<file path="config.mk">
export PLATFORM = sky130hd
export DESIGN_NAME = dma_engine
export DESIGN_NICKNAME = d
export VERILOG_FILES = /design/src/design/soc_pkg.sv /design/src/design/dma_engine.sv
export SDC_FILE = /design/constraint.sdc
export NUM_CORES = 1
export LEC_CHECK = 0
export ABC_AREA = 1
export BUFFER_PORTS_ARGS = -buffer_cell sky130_fd_sc_hd__buf_2
export CORE_AREA = 2 2 136 138
export CTS_BUF_LIST = sky130_fd_sc_hd__clkbuf_16
export DETAILED_ROUTE_END_ITERATION = 7
export DIE_AREA = 0 0 138 140
export PLACE_DENSITY = 0.81
export SLEW_MARGIN = 20
export SYNTH_ARGS = -nofsm -noshare
export SYNTH_HDL_FRONTEND = slang
export SYNTH_SLANG_ARGS = --single-unit
export TNS_END_PERCENT = 100
</file>
<file path="constraint.sdc">
create_clock -name clk -period 6.84 [get_ports clk]
set_input_delay 0 -clock clk [delete_from_list [all_inputs] [get_ports clk]]
set_output_delay 0 -clock clk [all_outputs]
set_load 0.1 [all_outputs]
</file>
<file path="src/design/soc_pkg.sv">
// Shared bus types and the address map of the SoC.
// Regions are chosen by address bits 31:28. Only the low four
// address bits select a DMA register.

`default_nettype none

package soc_pkg;

  ////////////////////////////////////////////////////////////////////
  // Bus widths
  ////////////////////////////////////////////////////////////////////

  parameter int DATA_W = 32;
  parameter int ADDR_W = 32;
  parameter int STRB_W = DATA_W / 8;

  // Scan code carried by the keyboard
  parameter int KEY_CODE_W = 8;

  // One bus request, held by the master until ack
  typedef struct packed {
    logic              cyc;
    logic              we;
    logic [STRB_W-1:0] strb;
    logic [ADDR_W-1:0] addr;
    logic [DATA_W-1:0] wdata;
  } wb_req_t;

  // One bus response, ack lasts a single cycle
  typedef struct packed {
    logic              ack;
    logic [DATA_W-1:0] rdata;
  } wb_rsp_t;

  ////////////////////////////////////////////////////////////////////
  // Address map
  ////////////////////////////////////////////////////////////////////

  parameter logic [3:0] REGION_MEM = 4'd0;
  parameter logic [3:0] REGION_KEY = 4'd1;
  parameter logic [3:0] REGION_DMA = 4'd2;

  // DMA register byte offsets
  parameter logic [3:0] DMA_SRC_OFS  = 4'h0;
  parameter logic [3:0] DMA_DST_OFS  = 4'h4;
  parameter logic [3:0] DMA_LEN_OFS  = 4'h8;
  parameter logic [3:0] DMA_CTRL_OFS = 4'hC;

endpackage

`default_nettype wire

</file>
<file path="src/design/dma_engine.sv">
// DMA copy engine with SRC, DST, LEN and CTRL registers.
// Register writes take the whole word and are ignored while busy.
// Copies whole words; addresses step by 4. irq_o and the done bit
// stay set until irq_clear_i.

`timescale 1ns/1ps
`default_nettype none

module dma_engine import soc_pkg::*; (
  input  wire     clk,
  input  wire     rst_n_i,
  input  wb_req_t slv_req_i,
  output wb_rsp_t slv_rsp_o,
  output wb_req_t mst_req_o,
  input  wb_rsp_t mst_rsp_i,
  output logic    irq_o,
  input  wire     irq_clear_i
);

  typedef enum logic [1:0] {ST_IDLE, ST_RD, ST_WR} state_e;

  state_e            state_q;
  logic [ADDR_W-1:0] src_q;
  logic [ADDR_W-1:0] dst_q;
  logic [DATA_W-1:0] len_q;
  logic [DATA_W-1:0] buf_q;
  logic [DATA_W-1:0] srdata_q;
  logic              done_q;
  logic              sack_q;
  logic              busy;
  logic              slv_take;

  assign busy     = (state_q != ST_IDLE);
  assign slv_take = slv_req_i.cyc && !sack_q;

  ////////////////////////////////////////////////////////////////////
  // Register port
  ////////////////////////////////////////////////////////////////////

  always_ff @(posedge clk) begin
    if (slv_take) begin
      case (slv_req_i.addr[3:0])
        DMA_SRC_OFS:  srdata_q <= src_q;
        DMA_DST_OFS:  srdata_q <= dst_q;
        DMA_LEN_OFS:  srdata_q <= len_q;
        DMA_CTRL_OFS: srdata_q <= {{(DATA_W-2){1'b0}}, done_q, busy};
        default:      srdata_q <= '0;
      endcase
    end
    if (state_q == ST_RD && mst_rsp_i.ack) buf_q <= mst_rsp_i.rdata;
  end

  assign slv_rsp_o = '{ack: sack_q, rdata: srdata_q};

  ////////////////////////////////////////////////////////////////////
  // Copy FSM
  ////////////////////////////////////////////////////////////////////

  always_ff @(posedge clk or negedge rst_n_i) begin
    if (!rst_n_i) begin
      state_q <= ST_IDLE;
      sack_q  <= 1'b0;
      done_q  <= 1'b0;
      irq_o   <= 1'b0;
      src_q   <= '0;
      dst_q   <= '0;
      len_q   <= '0;
    end else begin
      sack_q <= slv_take;
      if (irq_clear_i) begin
        irq_o  <= 1'b0;
        done_q <= 1'b0;
      end
      case (state_q)
        ST_IDLE: begin
          if (slv_take && slv_req_i.we) begin
            case (slv_req_i.addr[3:0])
              DMA_SRC_OFS: src_q <= slv_req_i.wdata;
              DMA_DST_OFS: dst_q <= slv_req_i.wdata;
              DMA_LEN_OFS: len_q <= slv_req_i.wdata;
              DMA_CTRL_OFS: begin
                if (slv_req_i.wdata[0]) begin
                  done_q <= 1'b0;
                  // Empty copy finishes on the spot
                  if (len_q == '0) begin
                    done_q <= 1'b1;
                    irq_o  <= 1'b1;
                  end else begin
                    state_q <= ST_RD;
                  end
                end
              end
              default: ;
            endcase
          end
        end
        ST_RD: begin
          if (mst_rsp_i.ack) state_q <= ST_WR;
        end
        ST_WR: begin
          if (mst_rsp_i.ack) begin
            src_q <= src_q + 4;
            dst_q <= dst_q + 4;
            len_q <= len_q - 1'b1;
            if (len_q == 1) begin
              state_q <= ST_IDLE;
              done_q  <= 1'b1;
              irq_o   <= 1'b1;
            end else begin
              state_q <= ST_RD;
            end
          end
        end
        default: state_q <= ST_IDLE;
      endcase
    end
  end

  // Master port follows the FSM state directly
  always_comb begin
    mst_req_o       = '0;
    mst_req_o.cyc   = busy;
    mst_req_o.we    = (state_q == ST_WR);
    mst_req_o.strb  = '1;
    mst_req_o.addr  = (state_q == ST_WR) ? dst_q : src_q;
    mst_req_o.wdata = buf_q;
  end

endmodule

`default_nettype wire

</file>
==> results_dict.tcl <==
set metrics [dict create \
    vdd_drop_max_mv 0.345 \
    reg2reg_setup_slack_ns 3.46 \
    grt_pass1_wl_um 51400 \
    drtIter0Drc 1510 \
    yosys.area_share.simple 0.317 \
    wl_per_cell_um 18.2 \
    drc 0 \
    initial_core_util 0.561 \
    core_area_um2 17800 \
    grt_pass1_vias 9655 \
    path_class "reg2out" \
    place_congestion 1.00 \
    ys_seq_area_frac 0.446 \
    status "finished, final reports clean" \
    ioPinCount 210 \
    area_growth_pct 21.0 \
    crit_arrival_ns 3.72 \
    grt_usage 0.340 \
    grt_overflow 0 \
    synth_edf_count 64 \
    fin_util 0.679 \
    cts_tree "yes" \
    max_freq_ghz 0.269 \
    critPathMaxFanout 82 \
    synth_cell_types 45 \
    grt_max_degree 83 \
    synth_seq_cells 165 \
    final_layout_size_suffix_gt1_frac 0.158 \
    setup-violations-final 0 \
    synth-adder-area-share 0.00627 \
    clk_latency_ns 0.44 \
    ant_nets 0 \
    min_period_over_period 0.544 \
    drtPass1Iterations 7 \
    crit_path_end_kind "output port" \
    die_h_um 140 \
    worstSetupStartpointType "flip-flop" \
    postCtsSetupBuffers 0 \
    viasPerCell 5.77 \
    synth_area_leaders "dfrtp_1, edfxtp_1, nand2_1" \
    port_buffers 173 \
    totalWireLength_um 33100 \
    synth_top_family_by_area "simple AND/OR/NAND/NOR gates" \
    vias 10500 \
    num-fill-cells 1498 \
    yosysTopAreaCell "dfrtp_1" \
    yosys_warnings 0 \
    leakage_nw 5.49 \
    synth-xor-area-share 0.00614 \
    ys.flop_type "dfrtp_1" \
    ctsLongestPathBuffers 2 \
    die_area_um2 19300 \
    maxCapViolCount 0 \
    synth_top_area_share 0.253 \
    period_needed_ns 3.72 \
    cts_buffers 17 \
    fin_skew_ns 0.00930 \
    synth_compound_area_frac 0.137 \
    dp_hpwl_um 23400 \
    rsz0062_at_grt "no" \
    fin_tns_setup_ns 0 \
    syn_inst 1374 \
    num_antenna_cells 0 \
    clkTransAtPathRegs_ns 0.07 \
    slew_viol_final 0 \
    numClockSinks 165 \
    worst_pin_slew_ns 1.11 \
    avgSynthCellArea_um2 7.26 \
    finalHoldViolCount 0 \
    synth.mux.area_fraction 0 \
    nets 1691 \
    h-tree-depth 4 \
    async_flop_share 0.612 \
    cts_root_buffer "clkbuf_16" \
    grt_antenna_before_repair 0 \
    num_rows 49 \
    die_w_um 138 \
    required_ns 6.84 \
    hold_path_class "in2reg" \
    p_per_area_nw_per_um2 421 \
    max-slew-margin-rel 0.260 \
    synth_area_um2 9980 \
]
==> per-stage QoR <==
step           instances  power, mW  setup WS (ns)  hold slack [ns]  cell area [µm²]
6_report            1822       5.08           3.12           0.0258            12100
4_1_cts             1822       5.02           3.26           0.0129            12100
2_1_floorplan       1377       3.47           3.38           -0.296             9990
3_3_place_gp        1733       3.98           3.65           0.0319            10900
3_5_place_dp        1733       4.03           3.61           0.0304            10900
5_1_grt             1822       5.32           2.97           0.0324            12100
==> routing by layer <==
| metal | GRT usage | vias up | part of all wire |
|---|---|---|---|
| met5 | 0 | - | 0 |
| met4 | 0.121 | 0 | 0.032 |
| met3 | 0.0588 | 80 | 0.12 |
| met2 | 0.541 | 719 | 0.46 |
| met1 | 0.473 | 4806 | 0.39 |
| li1 | - | 4904 | - |
==> registers in the layout, indices dropped and copies added (netlist names) <==
| register | count |
|---|---|
| dst_q | 32 |
| done_q | 1 |
| buf_q | 32 |
| len_q | 32 |
| state_q | 2 |
| srdata_q | 32 |
| sack_q | 1 |
| src_q | 32 |
| irq_o | 1 |
==> cells in the mapped netlist, types with 6 or more instances <==
master	instances
a21oi_1	51
o21ai_0	92
a31oi_1	13
nor3_1	7
nor2_2	9
nand4_1	19
buf_4	13
inv_1	145
nand3_2	6
dfrtp_1	101
o211ai_1	6
nand2_1	410
o21ai_1	11
nand3_1	88
clkbuf_1	11
o221ai_1	30
inv_2	7
nor2_1	212
buf_2	27
edfxtp_1	64
==> path summary, 6_finish.rpt <==
check,start,endpoint,cells past startpoint
worst max-delay path,state_q[1],mst_req_o[43],6
worst min-delay path,slv_req_i[25],src_q[25],5
worst max register to register,state_q[1],len_q[24],9
worst min register to register,dst_q[0],dst_q[0],2
max in group asynchronous,rst_n_i,src_q[0],3
min in group asynchronous,rst_n_i,dst_q[28],2
==> final cells by class <==
class	count	area, µm²	area share
multi-input cells	1006	4690	0.388
clock inverters	15	155	0.0129
well taps	229	287	0.0237
clock buffers	17	425	0.0352
inverters	153	577	0.0478
repair buffers	237	1490	0.124
flip-flops and latches	165	4450	0.369
==> kinds of logic (layout without fill, tap and decap cells) <==
kind of cell / count (synthesis) / count (layout)
fa+ha+maj: 5 / 5
simple gates: 763 / 763
other cells: 1 / 4
buf+inv: 206 / 422
xor+xnor: 7 / 7
flops: 165 / 165
compound gates: 227 / 227
==> report_power, final <==
part,internal [mW],switching [mW],leakage (nW)
logic,0.494,1.85,3.44
clock network,0.539,0.427,0.270
registers,1.33,0.432,1.79
total,2.37,2.71,5.49
==> worst max-delay path, cell delays in order, from the launching register on <==
cell     delay [ns]
dfrtp_1        0.75
nand2_4        0.39
inv_2          0.43
buf_4          0.75
nand2_1        0.20
o21ai_0        0.19
buf_2          0.49
==> repair_timing <==
item | 4_1_cts | 5_1_grt
hold buffers | 57 | 0
endpoints found under the hold margin | 107 | 0
gates resized for setup | 0 | 0
endpoints found under the setup margin | 0 | 0
==> cells in the final DEF (no fill, tap or decap), types with 3 or more instances in the layout <==
cell,instances
o211ai_1,6
nand2_1,410
buf_2,172
edfxtp_1,64
nand3_2,6
o21ai_1,11
clkinvlp_4,5
conb_1,4
a31oi_1,13
buf_4,8
nand3_1,88
dfrtp_1,101
inv_2,7
ha_1,5
o21ai_4,3
clkbuf_16,17
dlygate4sd3_1,57
inv_1,146
o221ai_1,30
nor3_1,6
a21oi_2,4
nor2_4,5
o21a_1,4
nor2_2,9
xor2_1,5
o21ai_0,92
nand4_1,19
a21oi_1,51
nor2_1,211
Note: power is estimated with default switching activity, not from simulation.
