`src/design/soc_pkg.sv`:
```
// Shared bus types and the address map of the SoC.
// Regions are chosen by address bits 31:28. Only the low four
// address bits select a DMA register.

`default_nettype none

package soc_pkg;

  ////////////////////////////////////////////////////////////////////
  // Bus widths
  ////////////////////////////////////////////////////////////////////

  parameter int DATA_W = 32;
  parameter int ADDR_W = 32;
  parameter int STRB_W = DATA_W / 8;

  // Scan code carried by the keyboard
  parameter int KEY_CODE_W = 8;

  // One bus request, held by the master until ack
  typedef struct packed {
    logic              cyc;
    logic              we;
    logic [STRB_W-1:0] strb;
    logic [ADDR_W-1:0] addr;
    logic [DATA_W-1:0] wdata;
  } wb_req_t;

  // One bus response, ack lasts a single cycle
  typedef struct packed {
    logic              ack;
    logic [DATA_W-1:0] rdata;
  } wb_rsp_t;

  ////////////////////////////////////////////////////////////////////
  // Address map
  ////////////////////////////////////////////////////////////////////

  parameter logic [3:0] REGION_MEM = 4'd0;
  parameter logic [3:0] REGION_KEY = 4'd1;
  parameter logic [3:0] REGION_DMA = 4'd2;

  // DMA register byte offsets
  parameter logic [3:0] DMA_SRC_OFS  = 4'h0;
  parameter logic [3:0] DMA_DST_OFS  = 4'h4;
  parameter logic [3:0] DMA_LEN_OFS  = 4'h8;
  parameter logic [3:0] DMA_CTRL_OFS = 4'hC;

endpackage

`default_nettype wire

```
`src/design/wb_arbiter.sv`:
```
// Round-robin arbiter for the host and DMA masters.
// A grant is held until the slave acks and is dropped the cycle after,
// so the bus sees one idle cycle between transfers.

`timescale 1ns/1ps
`default_nettype none

module wb_arbiter import soc_pkg::*; (
  input  wire     clk,
  input  wire     rst_n_i,
  input  wb_req_t host_req_i,
  input  wb_req_t dma_req_i,
  output wb_rsp_t host_rsp_o,
  output wb_rsp_t dma_rsp_o,
  output wb_req_t bus_req_o,
  input  wb_rsp_t bus_rsp_i
);

  typedef enum logic [1:0] {GNT_IDLE, GNT_HOST, GNT_DMA} grant_e;

  grant_e grant_q;
  // Set when the DMA won the last grant
  logic   dma_last_q;

  always_ff @(posedge clk or negedge rst_n_i) begin
    if (!rst_n_i) begin
      grant_q    <= GNT_IDLE;
      dma_last_q <= 1'b1;
    end else if (grant_q == GNT_IDLE) begin
      if (host_req_i.cyc && (!dma_req_i.cyc || dma_last_q)) begin
        grant_q    <= GNT_HOST;
        dma_last_q <= 1'b0;
      end else if (dma_req_i.cyc) begin
        grant_q    <= GNT_DMA;
        dma_last_q <= 1'b1;
      end
    end else if (bus_rsp_i.ack) begin
      grant_q <= GNT_IDLE;
    end
  end

  always_comb begin
    case (grant_q)
      GNT_HOST: bus_req_o = host_req_i;
      GNT_DMA:  bus_req_o = dma_req_i;
      default:  bus_req_o = '0;
    endcase
  end

  // The losing master sees no ack and keeps waiting
  assign host_rsp_o = '{ack: bus_rsp_i.ack && (grant_q == GNT_HOST), rdata: bus_rsp_i.rdata};
  assign dma_rsp_o  = '{ack: bus_rsp_i.ack && (grant_q == GNT_DMA), rdata: bus_rsp_i.rdata};

  // A granted master keeps cyc up until its ack
  a_cyc_granted: assert property (@(posedge clk) disable iff (!rst_n_i)
    (grant_q != GNT_IDLE) |-> bus_req_o.cyc)
    else $error("granted master dropped cyc before its ack");

endmodule

`default_nettype wire

```
`config.mk`:
```
export PLATFORM = sky130hd
export DESIGN_NAME = wb_arbiter
export DESIGN_NICKNAME = d
export VERILOG_FILES = /design/src/design/soc_pkg.sv /design/src/design/wb_arbiter.sv
export SDC_FILE = /design/constraint.sdc
export NUM_CORES = 1
export LEC_CHECK = 0
export ABC_AREA = 1
export BUFFER_PORTS_ARGS = -buffer_cell sky130_fd_sc_hd__buf_4
export CAP_MARGIN = 5
export CORE_AREA = 2 2 120 122
export DETAILED_ROUTE_END_ITERATION = 8
export DIE_AREA = 0 0 122 124
export SYNTH_ARGS = -nofsm -noshare
export SYNTH_HDL_FRONTEND = slang
export SYNTH_SLANG_ARGS = --single-unit
```
`constraint.sdc`:
```
create_clock -name clk -period 1.5 [get_ports clk]
set_input_delay 0.3 -clock clk [delete_from_list [all_inputs] [get_ports clk]]
set_output_delay 0.3 -clock clk [all_outputs]
set_load 0.01 [all_outputs]
```
==> flow_summary.yaml, run 1 <==
synthesis:
  synth_common_cells: "nand2_1 (151), a21oi_1 (72), buf_4 (72)"
  synthFlopType: "dfrtp_1"
  synth_top_cell_by_area: "nand2_1"
  synth_edf_count: 0
  syn_avg_cell_area_um2: 5.355
  synthDistinctLibCells: 12
  synth_top_area_share_pct: 32.17
  yosys_warnings: 0
  yosysSeqAreaShare_pct: 4.332
  async_reset_ff_share_pct: 100.0
  netlist_instances: 329
  syn_area_um2: 1762
  synth_area_leaders: "nand2_1 (32%), buf_4 (31%), a21oi_1 (20%), buf_6 (5.1%), dfrtp_1 (2.8%)"
  ys_seq_elements: 3
  syn_nets: 508
  synth.most_common_cell: "nand2_1"
worst_setup_path:
  crit_path_end_kind: "output port"
  cp-start-kind: "flip-flop"
  arrival_ps: 1530
  reg2reg_depth: 8
  cp_max_fo: 27
  worstSetupPathType: "flip-flop to output port"
  cp_data_required_time_ps: 1200
sta:
  fin_crit_sh_pct: 121.7
  whs_ps: 372.4
  hold_violations: 0
  fmax_ghz: 0.5478
  rsz0062_at_grt: "true"
  period_minus_slack_ps: 1825
  finalWorstSetupSlack_ps: -325.4
  slew_violations: 0
  max-slew-margin-rel_pct: 90.10
  setup_viol: 72
  worstMarginPinSlew_ps: 148.5
  fin_skew_ps: 2.787
routing:
  detail_route.iter0.violations: 75
  avgViaCountPerCell: 3.929
  vias: 2613
  drt_pass1_iterations: 4
  wl_per_cell_um: 14.31
  ant_nets: 0
  drc: 0
  routed_wl_um: 9519
clock_tree:
  cts_max_path_buffers: 2
  clk_latency_ps: 230
  numCtsBuffers: 3
  cts_tree: "done"
  htreeDepth: 1
  cts.sinks: 3
  cts_root_buf: "clkbuf_16"
  clkTransAtPathRegs_ps: 30
pwr:
  seqPwrFrac_pct: 2.6
  p_leak_nw: 1.698
  p_sw_share_pct: 49.24
  powerDensity_nw_per_um2: 1654
  pwr-share-comb_pct: 90.1
  p_int_mw: 3.013
  peakVddDrop_uv: 1124
  clkPwrFrac_pct: 7.2
  power.switching_mw: 2.923
floorplan:
  rows: 43
  core_um2: 13720
  dieWidth_um: 122
  die-area_um2: 15130
  die_h_um: 124
  start_util_pct: 12.84
  io_pins: 311
place:
  dp_hpwl_um: 6253
  dpl_cell_area_um2: 3099
  post-place-ws_ps: -150.3
  place.gp.congestion: 0.7324
  portBuffers: 214
hold_path:
  holdPathStages: 4
  hold_path_class: "input port to flip-flop"
finish:
  drive_above_1_share_pct: 58.14
  nets: 665
  antennaDiodeCount: 0
  stdcell_area_um2: 3588
  postLayoutCoreUtil_pct: 26.16
  area.growth.synth_to_final_pct: 103.7
global_routing:
  grt_max_degree: 35
  grt-ovfl-total: 0
  grt_pass1_wl_um: 11610
  grt_use_total_pct: 9.654
  first_global_vias: 2291
  antenna_found_initial: 0
run_status:
  outcome: "complete, but fails checks"
  violations: "negative setup slack"
job:
  drv_cap: 0
[registers in the layout, summed over array words and instances (netlist names)]
signal and count:
grant_q 2, dma_last_q 1
[power by group through the flow]
| stage | Clock, mW | Sequential, mW | Combinational [mW] |
|---|---|---|---|
| 2_1_floorplan | 0 | 0.151 | 2.42 |
| 3_3_place_gp | 0 | 0.147 | 4.14 |
| 3_5_place_dp | 0 | 0.148 | 4.14 |
| 4_1_cts | 0.438 | 0.153 | 4.75 |
| 5_1_grt | 0.445 | 0.163 | 5.78 |
| 6_report | 0.430 | 0.157 | 5.35 |
[stage by stage]
step | setup TNS [ps] | instances | total power, mW
3_3_place_gp | -3929 | 647 | 4.287
2_1_floorplan | 0 | 329 | 2.567
4_1_cts | -21300 | 658 | 5.336
5_1_grt | -25400 | 665 | 6.385
3_5_place_dp | -4952 | 647 | 4.288
6_report | -20750 | 665 | 5.936
[worst paths after layout]
path / from / to / slack [ps]
worst min-delay path: host_req_i[69] / dma_last_q$_DFFE_PN1P_ / 370
max in group asynchronous: rst_n_i / dma_last_q$_DFFE_PN1P_ / 910
worst min register to register: dma_last_q$_DFFE_PN1P_ / dma_last_q$_DFFE_PN1P_ / 530
worst max-delay path: grant_q[1]$_DFFE_PN0P_ / bus_req_o[16] / -330
worst max register to register: grant_q[1]$_DFFE_PN0P_ / grant_q[1]$_DFFE_PN0P_ / 270
min in group asynchronous: rst_n_i / grant_q[0]$_DFFE_PN0P_ / 400
[cells in the final DEF, fill, tap and decap left out]
cell,synthesis,layout
ha_4,0,2
ha_1,4,2
buf_12,0,10
a21oi_2,0,20
nand2_4,0,2
buf_6,8,6
nand2_2,0,11
inv_4,0,1
dlygate4sd3_1,0,1
buf_16,0,1
nand4_1,1,1
inv_2,1,4
inv_1,9,5
dfstp_2,1,1
buf_4,72,217
clkbuf_1,7,1
clkbuf_16,0,7
dfrtp_1,2,2
nand2_1,151,138
nand3b_1,1,1
a21oi_1,72,52
[critical path, stage by stage, from the launching register on]
cell and delay [ps]:
dfrtp_1 360, inv_2 70, ha_1 320, inv_4 70, buf_12 160, a21oi_1 150
buf_4 140
[metal layers]
layer	vias to the layer above	GRT usage (%)	part of all wire (%)
li1	1279	-	-
met1	1154	10.24	37
met2	154	18.44	51
met3	26	2.656	10
met4	0	3.017	2.1
met5	-	0	0
[layout make-up]
type | instances | area (um^2)
Multi-Input combinational cell | 229 | 1134
Clock buffer | 4 | 78.83
Sequential cell | 3 | 76.32
Tap cell | 180 | 225.2
Fill cell | 1550 | 10130
Inverter | 10 | 40.04
Timing Repair Buffer | 239 | 2034
[cell families after synthesis]
family | Yosys count | share of synthesized area (%)
simple gates | 153 | 32.95
fa+ha+maj | 4 | 2.841
compound gates | 72 | 20.45
buf+inv | 97 | 39.42
flops | 3 | 4.333
[repair_timing]
item	in CTS	in global routing
setup endpoints to repair	72	72
hold buffers	1	0
resized for setup	14	38
endpoints found under the hold margin	2	0
setup buffers	3	3
gates cloned	3	6
pin swaps	2	3
(Power assumes the default switching activity.)
==> run 2: changes to the inputs <==
Settings changed: ABC_AREA 1 to 0, CORE_AREA 2 2 120 122 to 2 2 122 124, DIE_AREA 0 0 122 124 to 0 0 124 126.
==> flow_summary.yaml, run 2 <==
global_routing:
  grt_pass1_wl_um: 11910
  grt-ovfl-total: 0
  grt_max_degree: 39
  antenna_found_initial: 0
  grt_use_total_pct: 9.640
  first_global_vias: 2508
finish:
  nFillCells: 1481
  multi_input_area_um2: 1674
  ff_latch_area_um2: 76.32
  area.growth.synth_to_final_pct: 123.3
  nets: 588
  top_register: "grant_q"
  instances_no_fill: 592
  reg_top3: "grant_q: 2 flops, dma_last_q: 1 flops"
  drive_above_1_share_pct: 96.81
  largest_reg_flops: 2
  layout_commonest_cell: "buf_4"
  antennaDiodeCount: 0
  stdcell_area_um2: 4217
  most-common-layout-cells: "buf_4 (209), a22oi_2 (70), nor2b_2 (70), buf_6 (14), buf_12 (11)"
sta:
  period_minus_slack_ps: 1899
  tns_ps: -25280
  whs_ps: 272.6
  slew_violations: 0
  setup_viol: 72
  hold_violations: 0
  finalWorstSetupSlack_ps: -399.4
  fmax_ghz: 0.5265
  fin_skew_ps: 1.238
  worstMarginPinSlew_ps: 193.6
  max-slew-margin-rel_pct: 87.09
  rsz0062_at_grt: "true"
  fin_crit_sh_pct: 126.6
synthesis:
  synth_area_leaders: "buf_4 (28%), a22oi_1 (24%), nor2b_1 (23%), a22oi_2 (6.6%), buf_6 (6.0%)"
  yosys_warnings: 0
  syn_area_um2: 1888
  yosysSeqAreaShare_pct: 4.042
  synthDistinctLibCells: 19
  synth_top_area_share_pct: 27.83
  ys_seq_elements: 3
  syn_nets: 427
  synth_top_cell_by_area: "buf_4"
  netlist_instances: 248
  async_reset_ff_share_pct: 100.0
  synthFlopType: "dfrtp_1"
  synth_edf_count: 0
  syn_avg_cell_area_um2: 7.613
  synth_common_cells: "buf_4 (70), nor2b_1 (70), a22oi_1 (60)"
routing:
  drc: 0
  routed_wl_um: 9805
  ant_nets: 0
  wl_per_cell_um: 16.56
  avgViaCountPerCell: 4.098
  detail_route.iter0.violations: 79
  vias: 2426
  drt_pass1_iterations: 4
worst_setup_path:
  critPathTopFamily: "buffers and inverters"
  r2r-end: "grant_q[1]$_DFFE_PN0P_"
  arrival_ps: 1600
  worstPathCellList: "buf_6, ha_4, buf_12, clkbuf_16, a22oi_2, nor2b_2, buf_4"
  crit_path_end_kind: "output port"
  crit_start: "grant_q[0]$_DFFE_PN0P_"
  cp_slowest_cell: "dfrtp_1"
  reg2reg_depth: 7
  cp-start-kind: "flip-flop"
  cp_data_required_time_ps: 1200
  cp_max_fo: 8
  reg2reg_setup_slack_ps: 50
  worstSetupPathType: "flip-flop to output port"
  slowest_delay_ps: 390
  cp-endpoint: "bus_req_o[55]"
  r2r_start: "grant_q[1]$_DFFE_PN0P_"
  path_depth: 7
  critical_path_buf_inv_count: 4
job:
  drv_cap: 0
pwr:
  p_sw_share_pct: 41.64
  seqPwrFrac_pct: 2.0
  power.switching_mw: 3.450
  pwr-share-comb_pct: 92.8
  peakVddDrop_uv: 1050
  powerDensity_nw_per_um2: 1965
  p_leak_nw: 1.753
  p_int_mw: 4.836
  clkPwrFrac_pct: 5.2
floorplan:
  rows: 44
  io_pins: 311
  start_util_pct: 13.19
  dieWidth_um: 124
  die_h_um: 126
  core_um2: 14310
  die-area_um2: 15620
place:
  dp_hpwl_um: 6230
  portBuffers: 214
  post-place-ws_ps: -216.6
  dp_cells: 567
  place.gp.congestion: 0.7166
  dpl_cell_area_um2: 3376
clock_tree:
  clk_latency_ps: 230
  cts_max_path_buffers: 2
  htreeDepth: 1
  numCtsBuffers: 3
  cts_tree: "done"
  clkTransAtPathRegs_ps: 30
  cts_root_buf: "clkbuf_16"
  cts.sinks: 3
hold_path:
  min_from: "host_req_i[69]"
  hold_path_class: "input port to flip-flop"
  holdPathStages: 2
run_status:
  outcome: "complete, but fails checks"
  violations: "negative setup slack"
==> run 2: cell types whose count changed after synthesis, sizes merged, moves of 2 or more <==
cell,before,now
and2,0,2
a21oi,72,2
a22oi,0,70
nor2b,0,70
inv,10,2
nand2b,0,2
nand2,151,1
==> run 2: stage by stage <==
stage / utilization (%) / power (mW)
after detailed placement: 23.58 / 5.780
after global placement: 23.58 / 5.622
after CTS: 26.44 / 7.147
after global routing: 29.46 / 8.816
final: 29.46 / 8.286
after floorplan: - / 3.942
==> run 2: cell families (layout without fill, tap and decap cells) <==
kind of cell	count (synthesis)	in the layout	share of synthesized area [%]
buf+inv	89	249	35.59
flops	3	3	4.043
compound gates	76	76	32.67
simple gates	76	76	25.05
fa+ha+maj	4	4	2.651
==> run 2: layout make-up <==
type                       count  area share (%)
sequential                     3           1.810
multi-input combinational    156           39.70
clock buffer                   4           1.869
inverter                       2          0.1780
tap                          184           5.460
timing repair buffer         243           50.98
==> run 2: worst min-delay path by stage <==
stage / slack, ps / to
after CTS: 270 / dma_last_q$_DFFE_PN1P_
after detailed placement: 100 / grant_q[1]$_DFFE_PN0P_
after floorplan: 4 / grant_q[0]$_DFFE_PN0P_
final: 270 / dma_last_q$_DFFE_PN1P_
after global placement: 90 / grant_q[1]$_DFFE_PN0P_
after global routing: 290 / dma_last_q$_DFFE_PN1P_
==> run 2: power by group through the flow <==
stage / clock network, mW / registers (mW) / logic (mW)
finish: 0.431 / 0.168 / 7.69
floorplan: 0 / 0.157 / 3.79
global route: 0.440 / 0.173 / 8.20
detailed placement: 0 / 0.168 / 5.61
CTS: 0.435 / 0.172 / 6.54
global placement: 0 / 0.164 / 5.46
==> run 2: worst reg2reg max path, delay by kind of cell, from the launching register on <==
kind | cells | cell delay [ps]
AOI/OAI and AO/OA | 2 | 250
and+or+nand+nor | 1 | 260
DFF | 1 | 360
buffers and inverters | 3 | 360
adders and majority gates | 1 | 160
==> run 2: timing repair <==
item / CTS / global route
pin swaps: 3 / 70
resized for setup: 41 / 48
hold endpoints to repair: 2 / 0
setup endpoints to repair: 72 / 74
hold buffers: 1 / 0
setup buffers: 4 / 7
cloned: 3 / 9
==> run 2: per-layer routing <==
layer  vias to the layer above  wire, um  GRT usage [%]  share of wire [%]
met5                         -         0              0                  0
met4                         0        84          2.313               0.86
met3                        16       855          1.812                8.7
met2                       143      5304          19.26                 54
met1                      1135      3561          10.06                 36
li1                       1132         -              -                  -
