--- src/design/soc_pkg.sv ---
// Shared bus types and the address map of the SoC.
// Regions are chosen by address bits 31:28. Only the low four
// address bits select a DMA register.

`default_nettype none

package soc_pkg;

  ////////////////////////////////////////////////////////////////////
  // Bus widths
  ////////////////////////////////////////////////////////////////////

  parameter int DATA_W = 32;
  parameter int ADDR_W = 32;
  parameter int STRB_W = DATA_W / 8;

  // Scan code carried by the keyboard
  parameter int KEY_CODE_W = 8;

  // One bus request, held by the master until ack
  typedef struct packed {
    logic              cyc;
    logic              we;
    logic [STRB_W-1:0] strb;
    logic [ADDR_W-1:0] addr;
    logic [DATA_W-1:0] wdata;
  } wb_req_t;

  // One bus response, ack lasts a single cycle
  typedef struct packed {
    logic              ack;
    logic [DATA_W-1:0] rdata;
  } wb_rsp_t;

  ////////////////////////////////////////////////////////////////////
  // Address map
  ////////////////////////////////////////////////////////////////////

  parameter logic [3:0] REGION_MEM = 4'd0;
  parameter logic [3:0] REGION_KEY = 4'd1;
  parameter logic [3:0] REGION_DMA = 4'd2;

  // DMA register byte offsets
  parameter logic [3:0] DMA_SRC_OFS  = 4'h0;
  parameter logic [3:0] DMA_DST_OFS  = 4'h4;
  parameter logic [3:0] DMA_LEN_OFS  = 4'h8;
  parameter logic [3:0] DMA_CTRL_OFS = 4'hC;

endpackage

`default_nettype wire

--- src/design/wb_decoder.sv ---
// Address decoder for three slaves selected by address bits 31:28.
// Regions 3 and above are unmapped; they are acked here one cycle
// later with zero read data and writes are dropped.

`timescale 1ns/1ps
`default_nettype none

module wb_decoder import soc_pkg::*; (
  input  wire     clk,
  input  wire     rst_n_i,
  input  wb_req_t bus_req_i,
  output wb_rsp_t bus_rsp_o,
  output wb_req_t mem_req_o,
  input  wb_rsp_t mem_rsp_i,
  output wb_req_t key_req_o,
  input  wb_rsp_t key_rsp_i,
  output wb_req_t dma_req_o,
  input  wb_rsp_t dma_rsp_i
);

  logic [3:0] region;
  logic       unmapped;
  logic       unm_ack_q;

  assign region   = bus_req_i.addr[31:28];
  assign unmapped = (region != REGION_MEM) && (region != REGION_KEY) && (region != REGION_DMA);

  // Same fields to every slave, cyc only to the selected one
  always_comb begin
    mem_req_o     = bus_req_i;
    key_req_o     = bus_req_i;
    dma_req_o     = bus_req_i;
    mem_req_o.cyc = bus_req_i.cyc && (region == REGION_MEM);
    key_req_o.cyc = bus_req_i.cyc && (region == REGION_KEY);
    dma_req_o.cyc = bus_req_i.cyc && (region == REGION_DMA);
  end

  // Default responder for holes in the map
  always_ff @(posedge clk or negedge rst_n_i) begin
    if (!rst_n_i) begin
      unm_ack_q <= 1'b0;
    end else begin
      unm_ack_q <= bus_req_i.cyc && unmapped && !unm_ack_q;
    end
  end

  always_comb begin
    case (region)
      REGION_MEM: bus_rsp_o = mem_rsp_i;
      REGION_KEY: bus_rsp_o = key_rsp_i;
      REGION_DMA: bus_rsp_o = dma_rsp_i;
      default:    bus_rsp_o = '{ack: unm_ack_q, rdata: '0};
    endcase
  end

  // One slave selected and one slave answering at a time
  a_one_slave: assert property (@(posedge clk) disable iff (!rst_n_i)
    $onehot0({mem_req_o.cyc, key_req_o.cyc, dma_req_o.cyc}) &&
    $onehot0({mem_rsp_i.ack, key_rsp_i.ack, dma_rsp_i.ack, unm_ack_q}))
    else $error("more than one slave active");

endmodule

`default_nettype wire

--- config.mk ---
export PLATFORM = sky130hd
export DESIGN_NAME = wb_decoder
export DESIGN_NICKNAME = d
export VERILOG_FILES = /design/src/design/soc_pkg.sv /design/src/design/wb_decoder.sv
export SDC_FILE = /design/constraint.sdc
export NUM_CORES = 1
export LEC_CHECK = 0
export ABC_AREA = 1
export BUFFER_PORTS_ARGS = -buffer_cell sky130_fd_sc_hd__buf_2
export CORE_AREA = 4 4 157 159
export CTS_CLUSTER_SIZE = 10
export DETAILED_ROUTE_END_ITERATION = 6
export DIE_AREA = 0 0 161 163
export GPL_ROUTABILITY_DRIVEN = 1
export SKIP_CTS_REPAIR_TIMING = 1
export SLEW_MARGIN = 20
export SYNTH_ARGS = -nofsm -noshare
export SYNTH_HDL_FRONTEND = slang
export SYNTH_SLANG_ARGS = --single-unit
--- constraint.sdc ---
create_clock -name clk -period 2.1 [get_ports clk]
set_input_delay 0.42 -clock clk [delete_from_list [all_inputs] [get_ports clk]]
set_output_delay 0.42 -clock clk [all_outputs]
set_load 0.02 [all_outputs]
==> flow_metrics.tcl, run 1 <==
set metrics [dict create \
    outcome "finished clean" \
    fin_crit_sh_pct 87.68 \
    grt_use_total_pct 5.509 \
    r2r_cells 1 \
    drc_errors 0 \
    ys_seq_area_share_pct 1.016 \
    path_clk_slew_ns 0 \
    worstReg2RegStart "unm_ack_q" \
    synthCells 378 \
    cp.arrival_ns 1.42 \
    wl_per_cell_um 13.28 \
    yosysWarnings 0 \
    port-buffer-count 153 \
    dieHeight_um 163 \
    startpoint "bus_req_i[61]" \
    routabilityCongestion 0.6511 \
    rrSetupSlack_ns 1.56 \
    worstSetupPathType "in -> out" \
    holdCritPathClass "in -> async" \
    synth_seq_cells 1 \
    setup_viol 0 \
    nets 485 \
    tns_ns 0 \
    synth_common_cells "buf_4 (207), nand3_1 (131), buf_2 (11)" \
    vdd_drop_max_mv 0.09820 \
    antenna_found_initial 1 \
    grt_pass1_wl_um 11420 \
    initial_utilization_pct 10.59 \
    grt_max_degree 58 \
    crit_fanout 19 \
    rows 56 \
    cap_violations 0 \
    internal-power_mw 0.1632 \
    critPathRequiredTime_ns 1.68 \
    power_density_nw_per_um2 177.0 \
    die_w_um 161 \
    synth_enable_flop_cells 0 \
    fin_skew_ns 0 \
    syn-num-nets 549 \
    place_hpwl_um 7102 \
    p_leak_nw 1.010 \
    largestRegisters "unm_ack_q x1" \
    swShare_pct 55.22 \
    top_register "unm_ack_q" \
    crit_path_end "bus_rsp_o[20]" \
    ys_top_cells_by_area "buf_4 (63%), nand3_1 (27%), buf_6 (2.7%)" \
    r2r_end "unm_ack_q" \
    synthFlopType "dfrtp_1" \
    synth-async-reset-ratio_pct 100.0 \
    yosys.cell_types.count 13 \
    yosysTopAreaCell "buf_4" \
    max_freq_mhz 543.1 \
    tightest_slew_ns 0.2692 \
    relSlewSlack_pct 82.05 \
    drtIter0Drc 95 \
    vias 2010 \
    n_antenna_cell 0 \
    cp-end-kind "output pin" \
    hold_viol 0 \
    grt_pass1_vias 1879 \
    wl_um 8378 \
    core_area_um2 23260 \
    seq_power_share_pct 6.0 \
    power_switching_mw 0.2013 \
    syn_area_um2 2462 \
    grt_overflow 0 \
    synth.most_common_cell "buf_4" \
    dp_cells 631 \
    clock_power_share_pct 0 \
    largest_reg_flops 1 \
    slew_viol_final 0 \
    area_growth_pct -16.36 \
    vias_per_cell 3.185 \
    fin_cells 631 \
    dieArea_um2 26240 \
    antenna_left 0 \
    rsz0062_at_grt "no" \
    syn_avg_cell_area_um2 6.514 \
    pin_count 414 \
    cp-start-kind "input pin" \
    clkLatencyLatePin_ns 0 \
    synth_top_area_share_pct 63.11 \
    drive_gt1_share_pct 53.53 \
    fin_crit_ns 1.841 \
    dr.pass1.iters 5 \
    pwr-share-comb_pct 94.0 \
]
## final cells by class
| class | instances | area (um^2) |
|---|---|---|
| well taps | 319 | 399.1 |
| repair buffers | 161 | 875.8 |
| multi-input cells | 147 | 748.2 |
| fillers | 2778 | 21200 |
| inverters | 3 | 11.26 |
| flip-flops and latches | 1 | 25.02 |
## power by group through the flow
stage / Clock [mW] / Sequential, mW / Combinational (mW)
4_1_cts: 0 / 0.0220 / 0.346
3_5_place_dp: 0 / 0.0220 / 0.345
6_report: 0 / 0.0220 / 0.343
2_1_floorplan: 0 / 0.0218 / 0.721
3_3_place_gp: 0 / 0.0219 / 0.341
5_1_grt: 0 / 0.0221 / 0.375
## worst min path at each step
stage               startpoint        end  slack [ns]  cells past startpoint
finish                 rst_n_i  unm_ack_q        0.19                      1
global route           rst_n_i  unm_ack_q        0.20                      1
CTS                    rst_n_i  unm_ack_q        0.20                      1
detailed placement     rst_n_i  unm_ack_q        0.20                      1
global placement       rst_n_i  unm_ack_q        0.20                      1
floorplan              rst_n_i  unm_ack_q        0.12                      0
## worst max-delay path, stage by stage
cell and delay (ns):
buf_2 0.17, nor2_4 0.12, buf_4 0.27, nand3_1 0.15
nand3_1 0.10, buf_2 0.16
## cell families after synthesis
kind of cell	Yosys count	share of synthesized area (%)
buf+inv	230	69.00
flops	1	1.016
simple gates	147	29.98
## layer usage
layer | vias up | part of all wire [%] | global-route usage, %
met1 | 824 | 32 | 5.661
met5 | - | 0.16 | 0
met2 | 193 | 42 | 8.538
met4 | 2 | 8.7 | 4.537
met3 | 85 | 17 | 2.632
li1 | 906 | - | -
## layout by cell type, fill, tap and decap left out
master,netlist,routed
buf_4,207,4
nor2_1,4,4
nor2_4,2,4
dfrtp_1,1,1
nand3_1,131,131
inv_1,1,1
nand2_1,7,7
buf_12,0,4
inv_2,2,2
nand4_1,1,1
buf_2,11,153
## metrics by stage
stage / util, % / total power, mW / setup slack, ns / hold WS [ns] / instance area [um^2]
after CTS: 8.853 / 0.3679 / 0.2298 / 0.1962 / 2059
after detailed placement: 8.853 / 0.3669 / 0.2303 / 0.1962 / 2059
after floorplan: - / 0.7428 / 0.4240 / 0.1244 / 2462
after global placement: 8.853 / 0.3628 / 0.2245 / 0.1955 / 2059
final: 8.853 / 0.3645 / 0.2588 / 0.1948 / 2059
after global routing: 8.853 / 0.3966 / 0.1436 / 0.1999 / 2059
Note: power is estimated with default switching activity, not from simulation.
==> run 2, diff against run 1 <==
--- a/config.mk
+++ b/config.mk
@@ -5,12 +5,11 @@
 export SDC_FILE = /design/constraint.sdc
 export NUM_CORES = 1
 export LEC_CHECK = 0
-export ABC_AREA = 1
 export BUFFER_PORTS_ARGS = -buffer_cell sky130_fd_sc_hd__buf_2
-export CORE_AREA = 4 4 157 159
+export CORE_AREA = 4 4 160 162
 export CTS_CLUSTER_SIZE = 10
 export DETAILED_ROUTE_END_ITERATION = 6
-export DIE_AREA = 0 0 161 163
+export DIE_AREA = 0 0 164 166
 export GPL_ROUTABILITY_DRIVEN = 1
 export SKIP_CTS_REPAIR_TIMING = 1
 export SLEW_MARGIN = 20
==> run 2 against run 1 <==
Net effect: final area about the same; via count fell by 17%; synthesized cell count is 13% lower; fmax decreased by 6.1%; flip-flop and latch count did not move; largest power group unchanged; wire length is 3.6% higher.
==> flow_metrics.tcl, run 2 <==
set metrics [dict create \
    outcome "finished clean" \
    largest_reg_flops 1 \
    rows 57 \
    core_area_um2 24110 \
    final_common_cell "buf_2" \
    synth_top_family_by_area "buffers and inverters" \
    syn_area_um2 2411 \
    met1_usage_pct 5.807 \
    max_freq_mhz 510.0 \
    cp.arrival_ns 1.54 \
    finalPower_mw 0.3665 \
    area_growth_pct -14.53 \
    antenna_found_initial 1 \
    grt_overflow 0 \
    cap_violations 0 \
    fin_crit_sh_pct 93.37 \
    vias_per_cell 2.788 \
    yosys.area_share.simple_pct 8.978 \
    place_ws_ns 0.1311 \
    tightest_slew_ns 0.2829 \
    grt_max_degree 34 \
    worstSetupPathType "in -> out" \
    worst_slack_ns 0.1393 \
    antenna_left 0 \
    synth-async-reset-ratio_pct 100.0 \
    hold_viol 0 \
    grt_pass1_wl_um 11540 \
    drtIter0Drc 36 \
    critPathRequiredTime_ns 1.68 \
    vdd_drop_max_mv 0.1036 \
    largestRegisters "unm_ack_q x1" \
    wl_um 8682 \
    setup_viol 0 \
    synthCells 329 \
    dieArea_um2 27220 \
    dr.pass1.iters 4 \
    drive_gt1_share_pct 62.41 \
    relSlewSlack_pct 80.90 \
    placed_area_um2 2058 \
    fin_crit_ns 1.961 \
    synth_mux_area_share_pct 13.70 \
    yosys.cell_types.count 21 \
    power_density_nw_per_um2 177.8 \
    yosysWarnings 0 \
    yosysTopAreaCell "buf_4" \
    pin_count 414 \
    vias 1670 \
    dieHeight_um 166 \
    nets 447 \
    synth_common_cells "buf_4 (212), mux2i_1 (33), nand2_1 (33)" \
    ys_seq_area_share_pct 1.038 \
    top_register "unm_ack_q" \
    synth_top_area_share_pct 66.01 \
    place_hpwl_um 7372 \
    cp-start-kind "input pin" \
    routabilityCongestion 0.6032 \
    die_w_um 164 \
    ys_top_cells_by_area "buf_4 (66%), mux2i_1 (14%), o21ai_1 (5.4%)" \
    syn_avg_cell_area_um2 7.328 \
    grt_pass1_vias 1825 \
    path_clk_slew_ns 0 \
    whs_ns 0.1952 \
    synth.most_common_cell "buf_4" \
    p_leak_nw 1.042 \
    grt_use_met3_pct 2.507 \
    synth_xor_area_share_pct 0 \
    synth_compound_area_share_pct 8.199 \
    crit_fanout 26 \
    initial_utilization_pct 10.00 \
    top_usage_layer "met2" \
    rsz0062_at_grt "no" \
    syn-num-nets 500 \
    synth_seq_cells 1 \
    final_cell_mix "buf_2 (153), mux2i_1 (33), nand2_1 (33)" \
    clkLatencyLatePin_ns 0 \
    cp-end-kind "output pin" \
    synth_enable_flop_cells 0 \
    wl_per_cell_um 14.49 \
    fin_skew_ns 0 \
    port-buffer-count 153 \
    grt_use_total_pct 5.607 \
    yosys.area_share.adder_pct 0 \
    grt_use_met2_pct 8.880 \
    holdCritPathClass "in -> async" \
    design_area_um2 2061 \
    synthFlopType "dfrtp_1" \
    slew_viol_final 0 \
    drc_errors 0 \
    tns_ns 0 \
]
## run 2: kinds of logic (layout without fill, tap and decap cells)
kind of cell           after synthesis  in the layout
DFF                                  1              1
other                                0              1
and+or+nand+nor                     43             43
buffers and inverters              217            162
AOI/OAI and AO/OA                   35             35
muxes                               33             33
## run 2: routing by layer
metal / vias up / wire length [um]
li1: 746 / -
met1: 661 / 3000
met2: 186 / 3676
met3: 77 / 1256
met4: 0 / 749
met5: - / 0
## run 2: area by class of cell
| class | instances | area [um^2] |
|---|---|---|
| multi-input combinational | 111 | 744.5 |
| sequential | 1 | 25.02 |
| tap | 324 | 405.4 |
| antenna | 1 | 2.502 |
| fill | 2878 | 22040 |
| timing repair buffer | 162 | 883.3 |
## run 2: path summary, 6_finish.rpt
| kind | startpoint | endpoint | slack, ns | cells after the start |
|---|---|---|---|---|
| worst max-delay path | bus_req_i[61] | bus_rsp_o[1] | 0.14 | 6 |
| worst min-delay path | rst_n_i | unm_ack_q | 0.20 | 1 |
| worst max register to register | unm_ack_q | unm_ack_q | 1.40 | 2 |
| worst min register to register | unm_ack_q | unm_ack_q | 0.53 | 2 |
| max in group asynchronous | rst_n_i | unm_ack_q | 1.82 | 1 |
| min in group clk | unm_ack_q | unm_ack_q | 0.53 | 2 |
## run 2: power breakdown
part | total, mW | switching (mW) | leakage [nW] | internal [mW]
clock network | 0.0000000637 | 0 | 0.00000634 | 0.0000000637
logic | 0.344 | 0.183 | 1.03 | 0.162
registers | 0.0222 | 0.000980 | 0.0127 | 0.0212
total | 0.366 | 0.184 | 1.04 | 0.183
## run 2: metrics by stage
step,cells,utilization (%)
after global routing,599,8.549
after floorplan,329,-
final,599,8.549
after CTS,598,8.538
after detailed placement,598,8.538
after global placement,598,8.538
## run 2: worst max-delay path, cell delays in order
cell and delay [ns]:
buf_2 0.16, nor4b_4 0.36, buf_12 0.23, nand2_1 0.07, o21ai_1 0.09, buf_2 0.19
==> run 3, diff against run 2 <==
--- a/config.mk
+++ b/config.mk
@@ -6,10 +6,10 @@
 export NUM_CORES = 1
 export LEC_CHECK = 0
 export BUFFER_PORTS_ARGS = -buffer_cell sky130_fd_sc_hd__buf_2
-export CORE_AREA = 4 4 160 162
+export CORE_AREA = 2 2 163 165
 export CTS_CLUSTER_SIZE = 10
 export DETAILED_ROUTE_END_ITERATION = 6
-export DIE_AREA = 0 0 164 166
+export DIE_AREA = 0 0 165 167
 export GPL_ROUTABILITY_DRIVEN = 1
 export SKIP_CTS_REPAIR_TIMING = 1
 export SLEW_MARGIN = 20
==> constraint.sdc (replaced) <==
create_clock -name clk -period 2.4 [get_ports clk]
set_input_delay 0.48 -clock clk [delete_from_list [all_inputs] [get_ports clk]]
set_output_delay 0.48 -clock clk [all_outputs]
set_load 0.02 [all_outputs]
==> run 3 against run 2 <==
Net effect: wire length fell by 10%; sequential share of layout area about the same; first-iteration DRC count decreased by 19%; utilization is 0.80 points lower; hold slack better by 0.064 ns; final area down 3.1%; register-to-register slack gained 0.30 ns; critical path depth down 2; cell count is 0.83% higher; critical endpoint unchanged; global-route usage is 0.79 points lower; largest cell class unchanged; power shrank 18%.
==> flow_metrics.tcl, run 3 (synthesis results as in run 2) <==
set metrics [dict create \
    wl_per_cell_um 12.87 \
    path_buf_inv 2 \
    crit_fanout 33 \
    nets 442 \
    slew_viol_final 0 \
    initial_utilization_pct 9.358 \
    cap_violations 0 \
    dieHeight_um 167 \
    routabilityCongestion 0.5991 \
    grt_max_degree 34 \
    final_core_util_pct 7.751 \
    finalPower_mw 0.3015 \
    vias_per_cell 2.733 \
    p_leak_nw 1.004 \
    dieArea_um2 27560 \
    core_area_um2 25760 \
    die_w_um 165 \
    max_freq_mhz 460.0 \
    n_antenna_cell 0 \
    num-fill-cells 3042 \
    grt_use_total_pct 4.816 \
    grt_pass1_wl_um 9708 \
    final_cell_mix "buf_2 (153), mux2i_1 (33), nand2_1 (33)" \
    crit_chain "buf_2 -> or3_4 -> o21ai_1 -> buf_2" \
    largestRegisters "unm_ack_q x1" \
    port-buffer-count 153 \
    grt_overflow 0 \
    vias 1651 \
    timing.critical_path.slowest_stage_cell "or3_4" \
    tightest_slew_ns 0.4909 \
    antenna_left 0 \
    largest_reg_flops 1 \
    area_growth_pct -17.18 \
    cp_top_family "simple AND/OR/NAND/NOR gates" \
    cp.arrival_ns 1.69 \
    clkLatencyLatePin_ns 0 \
    placed_area_um2 1997 \
    rsz0062_at_grt "no" \
    crit_top_cell "buf_2" \
    rrSetupSlack_ns 1.70 \
    dr.pass1.iters 4 \
    drc_errors 0 \
    path_clk_slew_ns 0 \
    hold_viol 0 \
    fin_crit_ns 2.174 \
    fin_crit_sh_pct 90.58 \
    worst_slack_ns 0.2261 \
    grt_pass1_vias 1589 \
    top_register "unm_ack_q" \
    cp-end-kind "output pin" \
    drive_gt1_share_pct 61.71 \
    place_hpwl_um 6747 \
    holdCritPathClass "in -> async" \
    critPathRequiredTime_ns 1.92 \
    place_ws_ns 0.2081 \
    pin_count 414 \
    crit_path_max_incr_delay_ns 0.61 \
    final_common_cell "buf_2" \
    worstSetupPathType "in -> out" \
    power_density_nw_per_um2 151.0 \
    relSlewSlack_pct 67.27 \
    wl_um 7772 \
    setup_viol 0 \
    tns_ns 0 \
    antenna_found_initial 0 \
    design_area_um2 1997 \
    drtIter0Drc 29 \
    fin_skew_ns 0 \
    outcome "finished clean" \
    vdd_drop_max_mv 0.05467 \
    cp-start-kind "input pin" \
    rows 59 \
]
run 3: per-stage QoR:
step | hold slack, ns | cells
6_report | 0.2592 | 604
5_1_grt | 0.2623 | 604
4_1_cts | 0.2610 | 604
3_5_place_dp | 0.2610 | 604
3_3_place_gp | 0.2556 | 604
2_1_floorplan | 0.1844 | 329
run 3: cell type report:
cell class | instances | area (um^2) | area share, %
flip-flops and latches | 1 | 25.02 | 1.253
well taps | 335 | 419.2 | 20.99
multi-input cells | 111 | 744.5 | 37.28
repair buffers | 157 | 808.3 | 40.48
run 3: per-layer routing:
| layer | track usage, % | vias up | wire length, um |
|---|---|---|---|
| met5 | 0 | - | 0 |
| met4 | 4.008 | 0 | 655 |
| met3 | 2.117 | 83 | 1195 |
| met2 | 9.058 | 198 | 3726 |
| met1 | 3.646 | 634 | 2195 |
| li1 | - | 736 | - |
run 3: worst paths after layout:
path,depth (start not counted),from,end
max,4,bus_req_i[60],bus_rsp_o[1]
min,1,rst_n_i,unm_ack_q
max reg2reg,2,unm_ack_q,unm_ack_q
min reg2reg,2,unm_ack_q,unm_ack_q
max in group asynchronous,1,rst_n_i,unm_ack_q
min in group clk,2,unm_ack_q,unm_ack_q
run 3: report_power, final:
part / total [mW] / leakage, nW / switching (mW) / internal, mW
clock network: 0 / 0 / 0 / 0
registers: 0.0193 / 0.0127 / 0.000809 / 0.0185
logic: 0.282 / 0.992 / 0.151 / 0.131
total: 0.301 / 1.00 / 0.152 / 0.150
